### config.mk
export PLATFORM = sky130hd
export DESIGN_NAME = dcache_miss_unit
export DESIGN_NICKNAME = d
export VERILOG_FILES = /design/src/miss_cfg_pkg.sv /design/src/miss_msg_pkg.sv /design/src/refill_way_sel.sv /design/src/load_mshr.sv /design/src/store_path.sv /design/src/mem_req_arbiter.sv /design/src/flush_seq.sv /design/src/dcache_miss_unit.sv
export SDC_FILE = /design/constraint.sdc
export NUM_CORES = 1
export LEC_CHECK = 0
export ABC_AREA = 1
export BUFFER_PORTS_ARGS = -buffer_cell sky130_fd_sc_hd__buf_4
export CELL_PAD_IN_SITES_DETAIL_PLACEMENT = 0
export CELL_PAD_IN_SITES_GLOBAL_PLACEMENT = 1
export CORE_AREA = 2 2 339 341
export CTS_CLUSTER_SIZE = 8
export DETAILED_ROUTE_END_ITERATION = 10
export DIE_AREA = 0 0 341 343
export GPL_ROUTABILITY_DRIVEN = 0
export GPL_TIMING_DRIVEN = 1
export PLACE_DENSITY = 0.44
export SKIP_CTS_REPAIR_TIMING = 1
export SYNTH_ARGS = -nofsm -noshare
export SYNTH_HDL_FRONTEND = slang
export SYNTH_SLANG_ARGS = --single-unit
### constraint.sdc
create_clock -name clk_i -period 3.79 [get_ports clk_i]
set_input_delay 0.1895 -clock clk_i [delete_from_list [all_inputs] [get_ports clk_i]]
set_output_delay 0.1895 -clock clk_i [all_outputs]
set_load 0.05 [all_outputs]
### src/miss_cfg_pkg.sv
package miss_cfg_pkg;

  ////////////////////
  // address layout
  ////////////////////

  // physical address width
  localparam int unsigned PADDR_WIDTH  = 56;
  // byte offset inside one cacheline
  localparam int unsigned OFFSET_WIDTH = 4;
  // set index sits right above the offset
  localparam int unsigned INDEX_WIDTH  = 8;
  // everything above offset and index is tag
  localparam int unsigned TAG_WIDTH    = PADDR_WIDTH - INDEX_WIDTH - OFFSET_WIDTH;

  ////////////////////
  // cache geometry
  ////////////////////

  // number of ways per set
  localparam int unsigned SET_ASSOC  = 4;
  // binary way index
  localparam int unsigned WAY_WIDTH  = $clog2(SET_ASSOC);
  // one full cacheline in bits
  localparam int unsigned LINE_WIDTH = 128;
  // one set per index value
  localparam int unsigned NUM_SETS   = 1 << INDEX_WIDTH;

  // transaction id carried to memory and back
  localparam int unsigned TID_WIDTH  = 2;

endpackage

### src/miss_msg_pkg.sv
package miss_msg_pkg;

  import miss_cfg_pkg::*;

  ////////////////////
  // encodings
  ////////////////////

  // kind of an outgoing memory request
  typedef enum logic {
    MEM_LOAD_REQ,
    MEM_STORE_REQ
  } mem_rtype_e;

  // kind of a memory response
  typedef enum logic {
    RTRN_LOAD_ACK,
    RTRN_STORE_ACK
  } rtrn_type_e;

  ////////////////////
  // messages
  ////////////////////

  // one miss as presented by a load or store port
  typedef struct packed {
    logic [PADDR_WIDTH-1:0] paddr;
    logic [2:0]             size;
    logic [TID_WIDTH-1:0]   tid;
    logic                   nc;
    logic [63:0]            wdata;
    logic [SET_ASSOC-1:0]   vld_bits;
  } miss_req_t;

  // request on the shared memory bus
  typedef struct packed {
    mem_rtype_e             rtype;
    logic [PADDR_WIDTH-1:0] paddr;
    logic [2:0]             size;
    logic [TID_WIDTH-1:0]   tid;
    logic                   nc;
    // refill way, only meaningful for loads
    logic [WAY_WIDTH-1:0]   way;
    logic [63:0]            data;
  } mem_req_t;

  // response from memory, loads always return a whole line
  typedef struct packed {
    rtrn_type_e             rtype;
    logic [TID_WIDTH-1:0]   tid;
    logic [LINE_WIDTH-1:0]  data;
  } mem_rtrn_t;

  // full cacheline write into the cache memory
  typedef struct packed {
    logic                   vld;
    logic [SET_ASSOC-1:0]   we;
    logic [INDEX_WIDTH-1:0] idx;
    logic [TAG_WIDTH-1:0]   tag;
    logic [LINE_WIDTH-1:0]  data;
    logic [SET_ASSOC-1:0]   vld_bits;
  } cl_wr_t;

endpackage

### src/refill_way_sel.sv
`timescale 1ns/100ps

module refill_way_sel import miss_cfg_pkg::*; #(
  parameter logic [7:0] LfsrSeed = 8'h5a
) (
  input  logic                 clk_i,
  input  logic                 rst_ni,
  input  logic [SET_ASSOC-1:0] vld_bits_i,
  input  logic                 advance_i,
  output logic [WAY_WIDTH-1:0] way_o
);

  logic [7:0]           lfsr_q;
  logic [WAY_WIDTH-1:0] inv_way;
  logic                 all_vld;

  // lowest invalid way wins, scan from the top down
  always_comb begin
    inv_way = '0;
    for (int i = SET_ASSOC - 1; i >= 0; i--) begin
      if (!vld_bits_i[i]) begin
        inv_way = WAY_WIDTH'(i);
      end
    end
  end

  assign all_vld = &vld_bits_i;

  // set full: evict a pseudo random way
  assign way_o = all_vld ? lfsr_q[WAY_WIDTH-1:0] : inv_way;

  // maximal length taps x^8 + x^6 + x^5 + x^4 + 1
  // only steps when a random victim was really used
  always_ff @(posedge clk_i or negedge rst_ni) begin
    if (!rst_ni) begin
      lfsr_q <= LfsrSeed;
    end else if (advance_i) begin
      lfsr_q <= {lfsr_q[6:0], lfsr_q[7] ^ lfsr_q[5] ^ lfsr_q[4] ^ lfsr_q[3]};
    end
  end

endmodule

### src/load_mshr.sv
`timescale 1ns/100ps

module load_mshr import miss_cfg_pkg::*; import miss_msg_pkg::*; #(
  parameter int unsigned NumPorts = 3,
  parameter logic [7:0]  LfsrSeed = 8'h5a
) (
  input  logic                                  clk_i,
  input  logic                                  rst_ni,
  // read ports
  input  logic      [NumPorts-2:0]              req_i,
  input  miss_req_t [NumPorts-2:0]              miss_i,
  output logic      [NumPorts-2:0]              ack_o,
  output logic      [NumPorts-2:0]              rtrn_vld_o,
  // towards the arbiter
  output logic                                  mem_req_o,
  output mem_req_t                              mem_data_o,
  input  logic                                  grant_ack_i,
  // memory responses
  input  logic                                  rtrn_vld_i,
  input  mem_rtrn_t                             rtrn_i,
  // MSHR state for store collisions and flush
  output logic                                  mshr_vld_o,
  output logic [PADDR_WIDTH-OFFSET_WIDTH-1:0]   mshr_line_o,
  output cl_wr_t                                cl_wr_o,
  output logic                                  miss_o
);

  localparam int unsigned PortW = (NumPorts > 2) ? $clog2(NumPorts - 1) : 1;

  typedef struct packed {
    logic [PADDR_WIDTH-1:0] paddr;
    logic [TID_WIDTH-1:0]   tid;
    logic                   nc;
    logic [WAY_WIDTH-1:0]   way;
    logic [PortW-1:0]       port;
  } mshr_t;

  mshr_t                mshr_q;
  logic                 mshr_vld_q;
  logic                 lock_q;
  logic [PortW-1:0]     lock_port_q, pick, port;
  logic [WAY_WIDTH-1:0] way;
  logic [SET_ASSOC-1:0] way_oh;
  miss_req_t            sel;
  logic                 load_ack;

  ////////////////////
  // port selection
  ////////////////////

  // lowest requesting read port
  always_comb begin
    pick = '0;
    for (int p = NumPorts - 2; p >= 0; p--) begin
      if (req_i[p]) begin
        pick = PortW'(p);
      end
    end
  end

  // a presented request keeps its port until granted
  assign port = lock_q ? lock_port_q : pick;
  assign sel  = miss_i[port];

  refill_way_sel #(
    .LfsrSeed ( LfsrSeed )
  ) i_way_sel (
    .clk_i      ( clk_i                       ),
    .rst_ni     ( rst_ni                      ),
    .vld_bits_i ( sel.vld_bits                ),
    .advance_i  ( grant_ack_i & (&sel.vld_bits) ),
    .way_o      ( way                         )
  );

  // only load responses for a live MSHR count
  assign load_ack = rtrn_vld_i && (rtrn_i.rtype == RTRN_LOAD_ACK) && mshr_vld_q;

  // single MSHR, a response in this cycle frees it for the next load
  assign mem_req_o  = (|req_i) && (!mshr_vld_q || load_ack);
  assign mem_data_o = '{rtype: MEM_LOAD_REQ, paddr: sel.paddr, size: sel.size,
                        tid: sel.tid, nc: sel.nc, way: way, data: '0};

  always_comb begin
    ack_o       = '0;
    ack_o[port] = grant_ack_i;
    rtrn_vld_o  = '0;
    rtrn_vld_o[mshr_q.port] = load_ack;
  end

  // allocation of a cacheable line counts as a miss
  assign miss_o = grant_ack_i & ~sel.nc;

  ////////////////////
  // refill write
  ////////////////////

  assign way_oh = SET_ASSOC'(1) << mshr_q.way;

  always_comb begin
    cl_wr_o          = '0;
    cl_wr_o.vld      = load_ack & ~mshr_q.nc;
    cl_wr_o.we       = cl_wr_o.vld ? way_oh : '0;
    cl_wr_o.idx      = mshr_q.paddr[OFFSET_WIDTH +: INDEX_WIDTH];
    cl_wr_o.tag      = mshr_q.paddr[PADDR_WIDTH-1 -: TAG_WIDTH];
    cl_wr_o.data     = rtrn_i.data;
    cl_wr_o.vld_bits = way_oh;
  end

  assign mshr_vld_o  = mshr_vld_q;
  assign mshr_line_o = mshr_q.paddr[PADDR_WIDTH-1:OFFSET_WIDTH];

  always_ff @(posedge clk_i or negedge rst_ni) begin
    if (!rst_ni) begin
      mshr_vld_q  <= 1'b0;
      lock_q      <= 1'b0;
      lock_port_q <= '0;
    end else begin
      mshr_vld_q  <= grant_ack_i | (mshr_vld_q & ~load_ack);
      lock_q      <= mem_req_o & ~grant_ack_i;
      lock_port_q <= port;
    end
  end

  always_ff @(posedge clk_i) begin
    if (grant_ack_i) begin
      mshr_q <= '{paddr: sel.paddr, tid: sel.tid, nc: sel.nc, way: way, port: port};
    end
  end

  // memory must answer with the id of the outstanding load
  rtrn_tid_match : assert property (
    @(posedge clk_i) disable iff (!rst_ni) load_ack |-> rtrn_i.tid == mshr_q.tid)
    else $error("load response tid does not match MSHR");

endmodule

### src/store_path.sv
`timescale 1ns/100ps

module store_path import miss_cfg_pkg::*; import miss_msg_pkg::*; (
  input  logic                                clk_i,
  input  logic                                rst_ni,
  // store port
  input  logic                                req_i,
  input  miss_req_t                           miss_i,
  output logic                                ack_o,
  // towards the arbiter
  output logic                                mem_req_o,
  output mem_req_t                            mem_data_o,
  input  logic                                grant_ack_i,
  // memory responses
  input  logic                                rtrn_vld_i,
  input  mem_rtrn_t                           rtrn_i,
  // line held by the load MSHR
  input  logic                                mshr_vld_i,
  input  logic [PADDR_WIDTH-OFFSET_WIDTH-1:0] mshr_line_i,
  output logic                                rtrn_vld_o,
  output logic [TID_WIDTH-1:0]                rtrn_id_o,
  output logic                                stores_idle_o
);

  // enough for the stores the write buffer can have in flight
  localparam int unsigned CntW = 4;

  logic [CntW-1:0] cnt_q;
  logic            collision, st_ack;

  // hold back a store until the refill of its line is done
  assign collision = mshr_vld_i && (miss_i.paddr[PADDR_WIDTH-1:OFFSET_WIDTH] == mshr_line_i);

  assign mem_req_o  = req_i & ~collision;
  assign mem_data_o = '{rtype: MEM_STORE_REQ, paddr: miss_i.paddr, size: miss_i.size,
                        tid: miss_i.tid, nc: miss_i.nc, way: '0, data: miss_i.wdata};
  assign ack_o      = grant_ack_i;

  // store acks come back in order, just forward the id
  assign st_ack     = rtrn_vld_i && (rtrn_i.rtype == RTRN_STORE_ACK);
  assign rtrn_vld_o = st_ack;
  assign rtrn_id_o  = rtrn_i.tid;

  assign stores_idle_o = (cnt_q == '0);

  // stores sent minus stores acknowledged
  always_ff @(posedge clk_i or negedge rst_ni) begin
    if (!rst_ni) begin
      cnt_q <= '0;
    end else if (grant_ack_i && !st_ack) begin
      cnt_q <= cnt_q + 1'b1;
    end else if (st_ack && !grant_ack_i) begin
      cnt_q <= cnt_q - 1'b1;
    end
  end

  // a store ack without a store in flight
  no_underflow : assert property (
    @(posedge clk_i) disable iff (!rst_ni) st_ack |-> cnt_q != '0)
    else $error("store ack with no store in flight");

endmodule

### src/mem_req_arbiter.sv
`timescale 1ns/100ps

module mem_req_arbiter import miss_msg_pkg::*; (
  input  logic     clk_i,
  input  logic     rst_ni,
  input  logic     hold_i,
  // load MSHR requester
  input  logic     ld_req_i,
  input  mem_req_t ld_data_i,
  // store requester
  input  logic     st_req_i,
  input  mem_req_t st_data_i,
  input  logic     mem_ack_i,
  output logic     ld_ack_o,
  output logic     st_ack_o,
  output logic     busy_o,
  // memory request bus
  output logic     mem_req_o,
  output mem_req_t mem_data_o
);

  typedef enum logic [1:0] {FREE, LOCK_LD, LOCK_ST} arb_state_e;

  arb_state_e state_q, state_d;
  logic       sel_ld;

  always_comb begin
    mem_req_o = 1'b0;
    sel_ld    = 1'b0;
    case (state_q)
      LOCK_LD: begin
        mem_req_o = 1'b1;
        sel_ld    = 1'b1;
      end
      LOCK_ST: begin
        mem_req_o = 1'b1;
      end
      default: begin
        // no new grant while the flush sequencer holds the bus
        if (!hold_i) begin
          mem_req_o = ld_req_i | st_req_i;
          sel_ld    = ld_req_i;
        end
      end
    endcase
  end

  assign mem_data_o = sel_ld ? ld_data_i : st_data_i;
  assign ld_ack_o   = mem_req_o & mem_ack_i & sel_ld;
  assign st_ack_o   = mem_req_o & mem_ack_i & ~sel_ld;
  assign busy_o     = (state_q != FREE);

  // lock onto the owner until memory takes the request
  assign state_d = (mem_req_o && !mem_ack_i) ? (sel_ld ? LOCK_LD : LOCK_ST) : FREE;

  always_ff @(posedge clk_i or negedge rst_ni) begin
    if (!rst_ni) begin
      state_q <= FREE;
    end else begin
      state_q <= state_d;
    end
  end

  // both requesters must keep their payload fixed while waiting
  req_stable : assert property (
    @(posedge clk_i) disable iff (!rst_ni)
    mem_req_o && !mem_ack_i |=> mem_req_o && $stable(mem_data_o))
    else $error("memory request changed before acknowledge");

endmodule

### src/flush_seq.sv
`timescale 1ns/100ps

module flush_seq import miss_cfg_pkg::*; import miss_msg_pkg::*; (
  input  logic   clk_i,
  input  logic   rst_ni,
  input  logic   enable_i,
  input  logic   flush_i,
  // outstanding traffic
  input  logic   mshr_vld_i,
  input  logic   stores_idle_i,
  input  logic   arb_busy_i,
  output logic   hold_o,
  output logic   sweeping_o,
  output cl_wr_t cl_wr_o,
  output logic   flush_ack_o,
  output logic   cache_en_o
);

  typedef enum logic [1:0] {IDLE, DRAIN, SWEEP} state_e;

  state_e                 state_q, state_d;
  logic [INDEX_WIDTH-1:0] cnt_q;
  logic                   ack_pend_q, ack_pend_d;
  logic                   en_q, en_d;
  logic                   last_set, drained;

  assign last_set = (cnt_q == INDEX_WIDTH'(NUM_SETS - 1));
  // a locked request has not reached the MSHR or store counter yet
  assign drained  = !mshr_vld_i && stores_idle_i && !arb_busy_i;

  always_comb begin
    state_d     = state_q;
    ack_pend_d  = ack_pend_q;
    // disabling takes effect right away
    en_d        = en_q & enable_i;
    flush_ack_o = 1'b0;
    case (state_q)
      IDLE: begin
        // enabling always goes through a sweep
        if (flush_i || (enable_i && !en_q)) begin
          state_d    = DRAIN;
          ack_pend_d = flush_i;
        end
      end
      DRAIN: begin
        ack_pend_d = ack_pend_q | flush_i;
        if (drained) begin
          state_d = SWEEP;
        end
      end
      SWEEP: begin
        if (last_set) begin
          state_d     = IDLE;
          flush_ack_o = ack_pend_q;
          ack_pend_d  = 1'b0;
          en_d        = enable_i;
        end
      end
      default: state_d = IDLE;
    endcase
  end

  assign hold_o     = (state_q != IDLE);
  assign sweeping_o = (state_q == SWEEP);
  assign cache_en_o = en_q;

  // one set per cycle, all ways cleared
  always_comb begin
    cl_wr_o     = '0;
    cl_wr_o.vld = sweeping_o;
    cl_wr_o.we  = {SET_ASSOC{sweeping_o}};
    cl_wr_o.idx = cnt_q;
  end

  // reset starts with a sweep of the whole cache
  always_ff @(posedge clk_i or negedge rst_ni) begin
    if (!rst_ni) begin
      state_q    <= SWEEP;
      cnt_q      <= '0;
      ack_pend_q <= 1'b0;
      en_q       <= 1'b0;
    end else begin
      state_q    <= state_d;
      cnt_q      <= sweeping_o ? cnt_q + 1'b1 : '0;
      ack_pend_q <= ack_pend_d;
      en_q       <= en_d;
    end
  end

endmodule

### src/dcache_miss_unit.sv
`timescale 1ns/100ps

module dcache_miss_unit import miss_cfg_pkg::*; import miss_msg_pkg::*; #(
  parameter int unsigned NumPorts = 3,
  parameter logic [7:0]  LfsrSeed = 8'h5a
) (
  input  logic                      clk_i,
  input  logic                      rst_ni,
  // cache management
  input  logic                      enable_i,
  input  logic                      flush_i,
  output logic                      flush_ack_o,
  output logic                      cache_en_o,
  output logic                      miss_o,
  // miss ports, the last one carries stores
  input  logic      [NumPorts-1:0]  miss_req_i,
  input  miss_req_t [NumPorts-1:0]  miss_i,
  output logic      [NumPorts-1:0]  miss_ack_o,
  output logic      [NumPorts-1:0]  miss_rtrn_vld_o,
  output logic [TID_WIDTH-1:0]      miss_rtrn_id_o,
  // cacheline write port
  output cl_wr_t                    wr_cl_o,
  // memory bus
  output logic                      mem_req_o,
  output mem_req_t                  mem_data_o,
  input  logic                      mem_ack_i,
  input  logic                      mem_rtrn_vld_i,
  input  mem_rtrn_t                 mem_rtrn_i
);

  logic                                ld_req, st_req, ld_grant, st_grant;
  mem_req_t                            ld_data, st_data;
  logic                                mshr_vld, stores_idle, arb_busy;
  logic [PADDR_WIDTH-OFFSET_WIDTH-1:0] mshr_line;
  logic                                hold, sweeping;
  cl_wr_t                              ld_cl_wr, fl_cl_wr;
  logic [NumPorts-2:0]                 ld_ack, ld_rtrn_vld;
  logic                                st_ack, st_rtrn_vld;

  load_mshr #(
    .NumPorts ( NumPorts ),
    .LfsrSeed ( LfsrSeed )
  ) i_load_mshr (
    .clk_i       ( clk_i                     ),
    .rst_ni      ( rst_ni                    ),
    .req_i       ( miss_req_i[NumPorts-2:0]  ),
    .miss_i      ( miss_i[NumPorts-2:0]      ),
    .ack_o       ( ld_ack                    ),
    .rtrn_vld_o  ( ld_rtrn_vld               ),
    .mem_req_o   ( ld_req                    ),
    .mem_data_o  ( ld_data                   ),
    .grant_ack_i ( ld_grant                  ),
    .rtrn_vld_i  ( mem_rtrn_vld_i            ),
    .rtrn_i      ( mem_rtrn_i                ),
    .mshr_vld_o  ( mshr_vld                  ),
    .mshr_line_o ( mshr_line                 ),
    .cl_wr_o     ( ld_cl_wr                  ),
    .miss_o      ( miss_o                    )
  );

  store_path i_store_path (
    .clk_i         ( clk_i                  ),
    .rst_ni        ( rst_ni                 ),
    .req_i         ( miss_req_i[NumPorts-1] ),
    .miss_i        ( miss_i[NumPorts-1]     ),
    .ack_o         ( st_ack                 ),
    .mem_req_o     ( st_req                 ),
    .mem_data_o    ( st_data                ),
    .grant_ack_i   ( st_grant               ),
    .rtrn_vld_i    ( mem_rtrn_vld_i         ),
    .rtrn_i        ( mem_rtrn_i             ),
    .mshr_vld_i    ( mshr_vld               ),
    .mshr_line_i   ( mshr_line              ),
    .rtrn_vld_o    ( st_rtrn_vld            ),
    .rtrn_id_o     ( miss_rtrn_id_o         ),
    .stores_idle_o ( stores_idle            )
  );

  mem_req_arbiter i_arbiter (
    .clk_i      ( clk_i      ),
    .rst_ni     ( rst_ni     ),
    .hold_i     ( hold       ),
    .ld_req_i   ( ld_req     ),
    .ld_data_i  ( ld_data    ),
    .st_req_i   ( st_req     ),
    .st_data_i  ( st_data    ),
    .mem_ack_i  ( mem_ack_i  ),
    .ld_ack_o   ( ld_grant   ),
    .st_ack_o   ( st_grant   ),
    .busy_o     ( arb_busy   ),
    .mem_req_o  ( mem_req_o  ),
    .mem_data_o ( mem_data_o )
  );

  flush_seq i_flush_seq (
    .clk_i         ( clk_i       ),
    .rst_ni        ( rst_ni      ),
    .enable_i      ( enable_i    ),
    .flush_i       ( flush_i     ),
    .mshr_vld_i    ( mshr_vld    ),
    .stores_idle_i ( stores_idle ),
    .arb_busy_i    ( arb_busy    ),
    .hold_o        ( hold        ),
    .sweeping_o    ( sweeping    ),
    .cl_wr_o       ( fl_cl_wr    ),
    .flush_ack_o   ( flush_ack_o ),
    .cache_en_o    ( cache_en_o  )
  );

  // the sweep owns the write port, refills otherwise
  assign wr_cl_o         = sweeping ? fl_cl_wr : ld_cl_wr;

  // store port sits on top of the read ports
  assign miss_ack_o      = {st_ack, ld_ack};
  assign miss_rtrn_vld_o = {st_rtrn_vld, ld_rtrn_vld};

endmodule

==> summary.md <==
| Metric | Value |
|---|---|
| Post-synth cell types | `35` |
| DRC Markers | `0` |
| Slew Limit Headroom | `45.1%` |
| Critical path class | `reg2reg` |
| Die height | `343 µm` |
| Worst EP arrival | `3470 ps` |
| Die width | `341 µm` |
| Status | `finished clean` |
| Required time worst endpoint | `4070 ps` |
| Vias per inst | `2.95` |
| Final cell count without fillers | `3,590` |
| Wire length per cell | `18.1 µm` |
| CORE AREA | `113,000 µm²` |
| Ys Warns | `0` |
| Setup Viol. Count Final | `0` |
| Fin Clk Skew | `11.7 ps` |
| Initial antenna violation count | `12` |
| First-pass DRT Iterations | `5` |
| Fmax | `314 MHz` |
| Num Clock Sinks | `85` |
| Max Cap Viol | `0` |
| DP Cell Count | `3,571` |
| Share of cells above drive strength 1 | `37.6%` |
| Die ar. | `117,000 µm²` |
| Crit end category | `flip-flop` |
| Worst reg-to-reg path cell count | `21` |
| First-pass GRT wire length | `85,500 µm` |
| Minimum clock period | `3180 ps` |
| Number of synthesized flops with an enable pin | `56` |
| Crit start category | `flip-flop` |
| CTS Root Cell | `clkbuf_16` |
| Pwr Density | `764 nW/µm²` |
| Final Power | `11.8 mW` |
| VDD IR max | `0.000335 V` |
| Leak | `8.47 nW` |
| Latest clock arrival within the worst-skew pair | `400 ps` |
| Met1 Use GR | `12.2%` |
| Sum of negative setup slack | `0 ps` |
| Hold path depth | `3` |
| GRT Total Usage | `10.7%` |
| CTS tree | `done` |
| Final hold vios | `0` |
| Met2 usage | `18.8%` |
| # fillers | `13,300` |
| Inserted Clock Buffers | `9` |
| Syn-to-layout area delta | `98.2%` |
| Clock Path Buffers | `2` |
| IO Port Bufs | `723` |
| Final slew viol count | `0` |
| Initial Util | `6.85%` |
| I/O pins | `860` |
| Nets | `2,613` |
| Yosys reg bits | `85` |
| Total number of H-tree levels | `3` |
| Tcrit/Tclk final | `83.9%` |
| Hold crit path type | `in2reg` |
| Min Hold Slack | `38.6 ps` |
| CTS clk-pin slew, worst paths | `80 ps` |
| Mapped Area | `7770 µm²` |
| Vias in the first global route | `10,600` |
| Syn nets | `1,918` |
| Synth Instances | `1,376` |
| Top FF cell, synth | `edfxtp_1` |
| Syn avg cell area | `5.65 µm²` |
| Asr flop ratio synth | `34.1%` |
| Routed Antenna Nets | `0` |
| Total gr overflow | `0` |
| Seq/Total Area, Yosys | `31.1%` |
| DP HPWL | `56,600 µm` |
| FP Rows | `124` |
| Routed vias | `10,600` |
| CP max FO | `3` |
| Worst-margin pin slew | `823 ps` |
| Pin count of the biggest net entering global routing | `134` |
| GR peak layer | `met2` |
| Initial drt markers | `377` |
| Unrepaired setup endpoints after global routing | `no` |
| Met3 Use GR | `4.73%` |
| DRT Wirelength | `65,000 µm` |
[report_power, final]
part           switching [mW]  leakage (nW)  internal, mW  total, mW
logic                    6.98          7.44          2.37       9.35
registers              0.0967         0.878          1.23       1.32
clock network           0.499         0.159         0.593       1.09
[through the flow]
stage          setup WS (ps)  instance area, µm²  util (%)
6_report                 609               15400      13.6
5_1_grt                  138               15400      13.6
2_1_floorplan            888                7770         -
3_5_place_dp             332               15100      13.3
3_3_place_gp             310               15100      13.3
4_1_cts                  325               15400      13.6
[placed cells by master (no fill, tap or decap), types with 2 or more instances in the layout]
cell type  Yosys  final
diode_2        0      2
o21ai_0       72     72
xnor2_1        4      4
nand2_4        3      4
dfstp_2        5      5
a21oi_1       13     13
nor3_1         2      2
inv_1        327    326
buf_12         0      6
ha_1          11     10
clkinv_2       0      2
dfrtp_1       24     24
nand2_1      432    432
nor2_1       308    308
buf_4          9    738
nand2_2        7      5
nand3_1        9      9
clkbuf_16      0     11
xor2_1         2      2
nand4_1       13     13
edfxtp_1      56     56
a31oi_1       13     13
[synth_stat cells, drive strengths merged (2+ instances only)]
cell type	number	area (µm²)
nand3	9	45.0
or2	2	12.5
clkbuf	30	113
nor3	2	10.0
inv	328	1230
dfrtp	24	601
ha	11	138
a31oi	13	81.3
a21oi	14	73.8
dfstp	5	131
nor2	309	1180
xnor2	4	35.0
nand4	14	103
xor2	2	17.5
o21ai	73	365
buf	31	190
edfxtp	56	1680
nand2	442	1700
[state kept, by name, summed over array words and instances, names as in the netlist]
signal	flops
i_load_mshr.mshr_q	4
i_flush_seq.state_q	2
i_load_mshr.cl_wr_o	52
i_flush_seq.cache_en_o	1
i_store_path.cnt_q	4
i_flush_seq.cnt_q	8
i_flush_seq.ack_pend_q	1
i_arbiter.state_q	2
i_load_mshr.lock_q	1
i_load_mshr.lock_port_q	1
i_load_mshr.mshr_vld_o	1
i_load_mshr.i_way_sel.lfsr_q	8
[cell type report]
type	count	area, µm²	share of cell area (%)
repair buffers	745	5670	36.8
multi-input cells	902	3850	25.0
clock buffers	12	279	1.81
well taps	1512	1890	12.3
inverters	328	1230	8.02
diodes	2	5.00	0.0325
flip-flops and latches	85	2410	15.7
clock inverters	4	51.3	0.333
[worst paths after layout]
kind                                                 start                               to  slack [ps]
max in group asynchronous                           rst_ni  i_load_mshr.i_way_sel.lfsr_q[6]        3150
setup / recovery                  i_load_mshr.cl_wr_o[140]            i_store_path.cnt_q[3]         610
setup reg to reg                  i_load_mshr.cl_wr_o[140]            i_store_path.cnt_q[3]         610
hold reg to reg            i_load_mshr.i_way_sel.lfsr_q[6]  i_load_mshr.i_way_sel.lfsr_q[6]         470
hold / removal                                    enable_i           i_flush_seq.cache_en_o          40
min in group asynchronous                           rst_ni           i_flush_seq.state_q[0]         300
[per-layer routing]
layer / vias to the layer above / part of all wire (%) / wire (µm)
met5: - / 0.14 / 91
met4: 16 / 0.56 / 362
li1: 5378 / - / -
met3: 28 / 9.6 / 6270
met1: 4741 / 40 / 26100
met2: 435 / 49 / 32200
[kinds of logic after synthesis]
| logic type | after synthesis | share of synthesized area (%) |
|---|---|---|
| XOR/XNOR | 6 | 0.676 |
| adder cells (fa/ha/maj) | 12 | 2.03 |
| AO/OA/AOI/OAI | 104 | 7.10 |
| flip-flops | 85 | 31.1 |
| AND/OR/NAND/NOR | 780 | 39.4 |
| buffers and inverters | 389 | 19.7 |
[worst max-delay path, cell delays in order (launching register included)]
cell and delay [ps]:
edfxtp_1 390, nand2_1 90, nand4_1 180, nor2_1 420, nand2_1 100, nor2_1 110
nand2_1 110, nand2_1 130, nand2_1 80, nand2_2 80, a21oi_2 50, inv_1 50
nor2_1 50, ha_1 200, inv_1 120, ha_1 240, a21o_1 170, a21oi_1 180
nand2_1 80, nand2_1 60, nor2_1 40, xor2_1 130
Power figures use the tool's default switching activity.
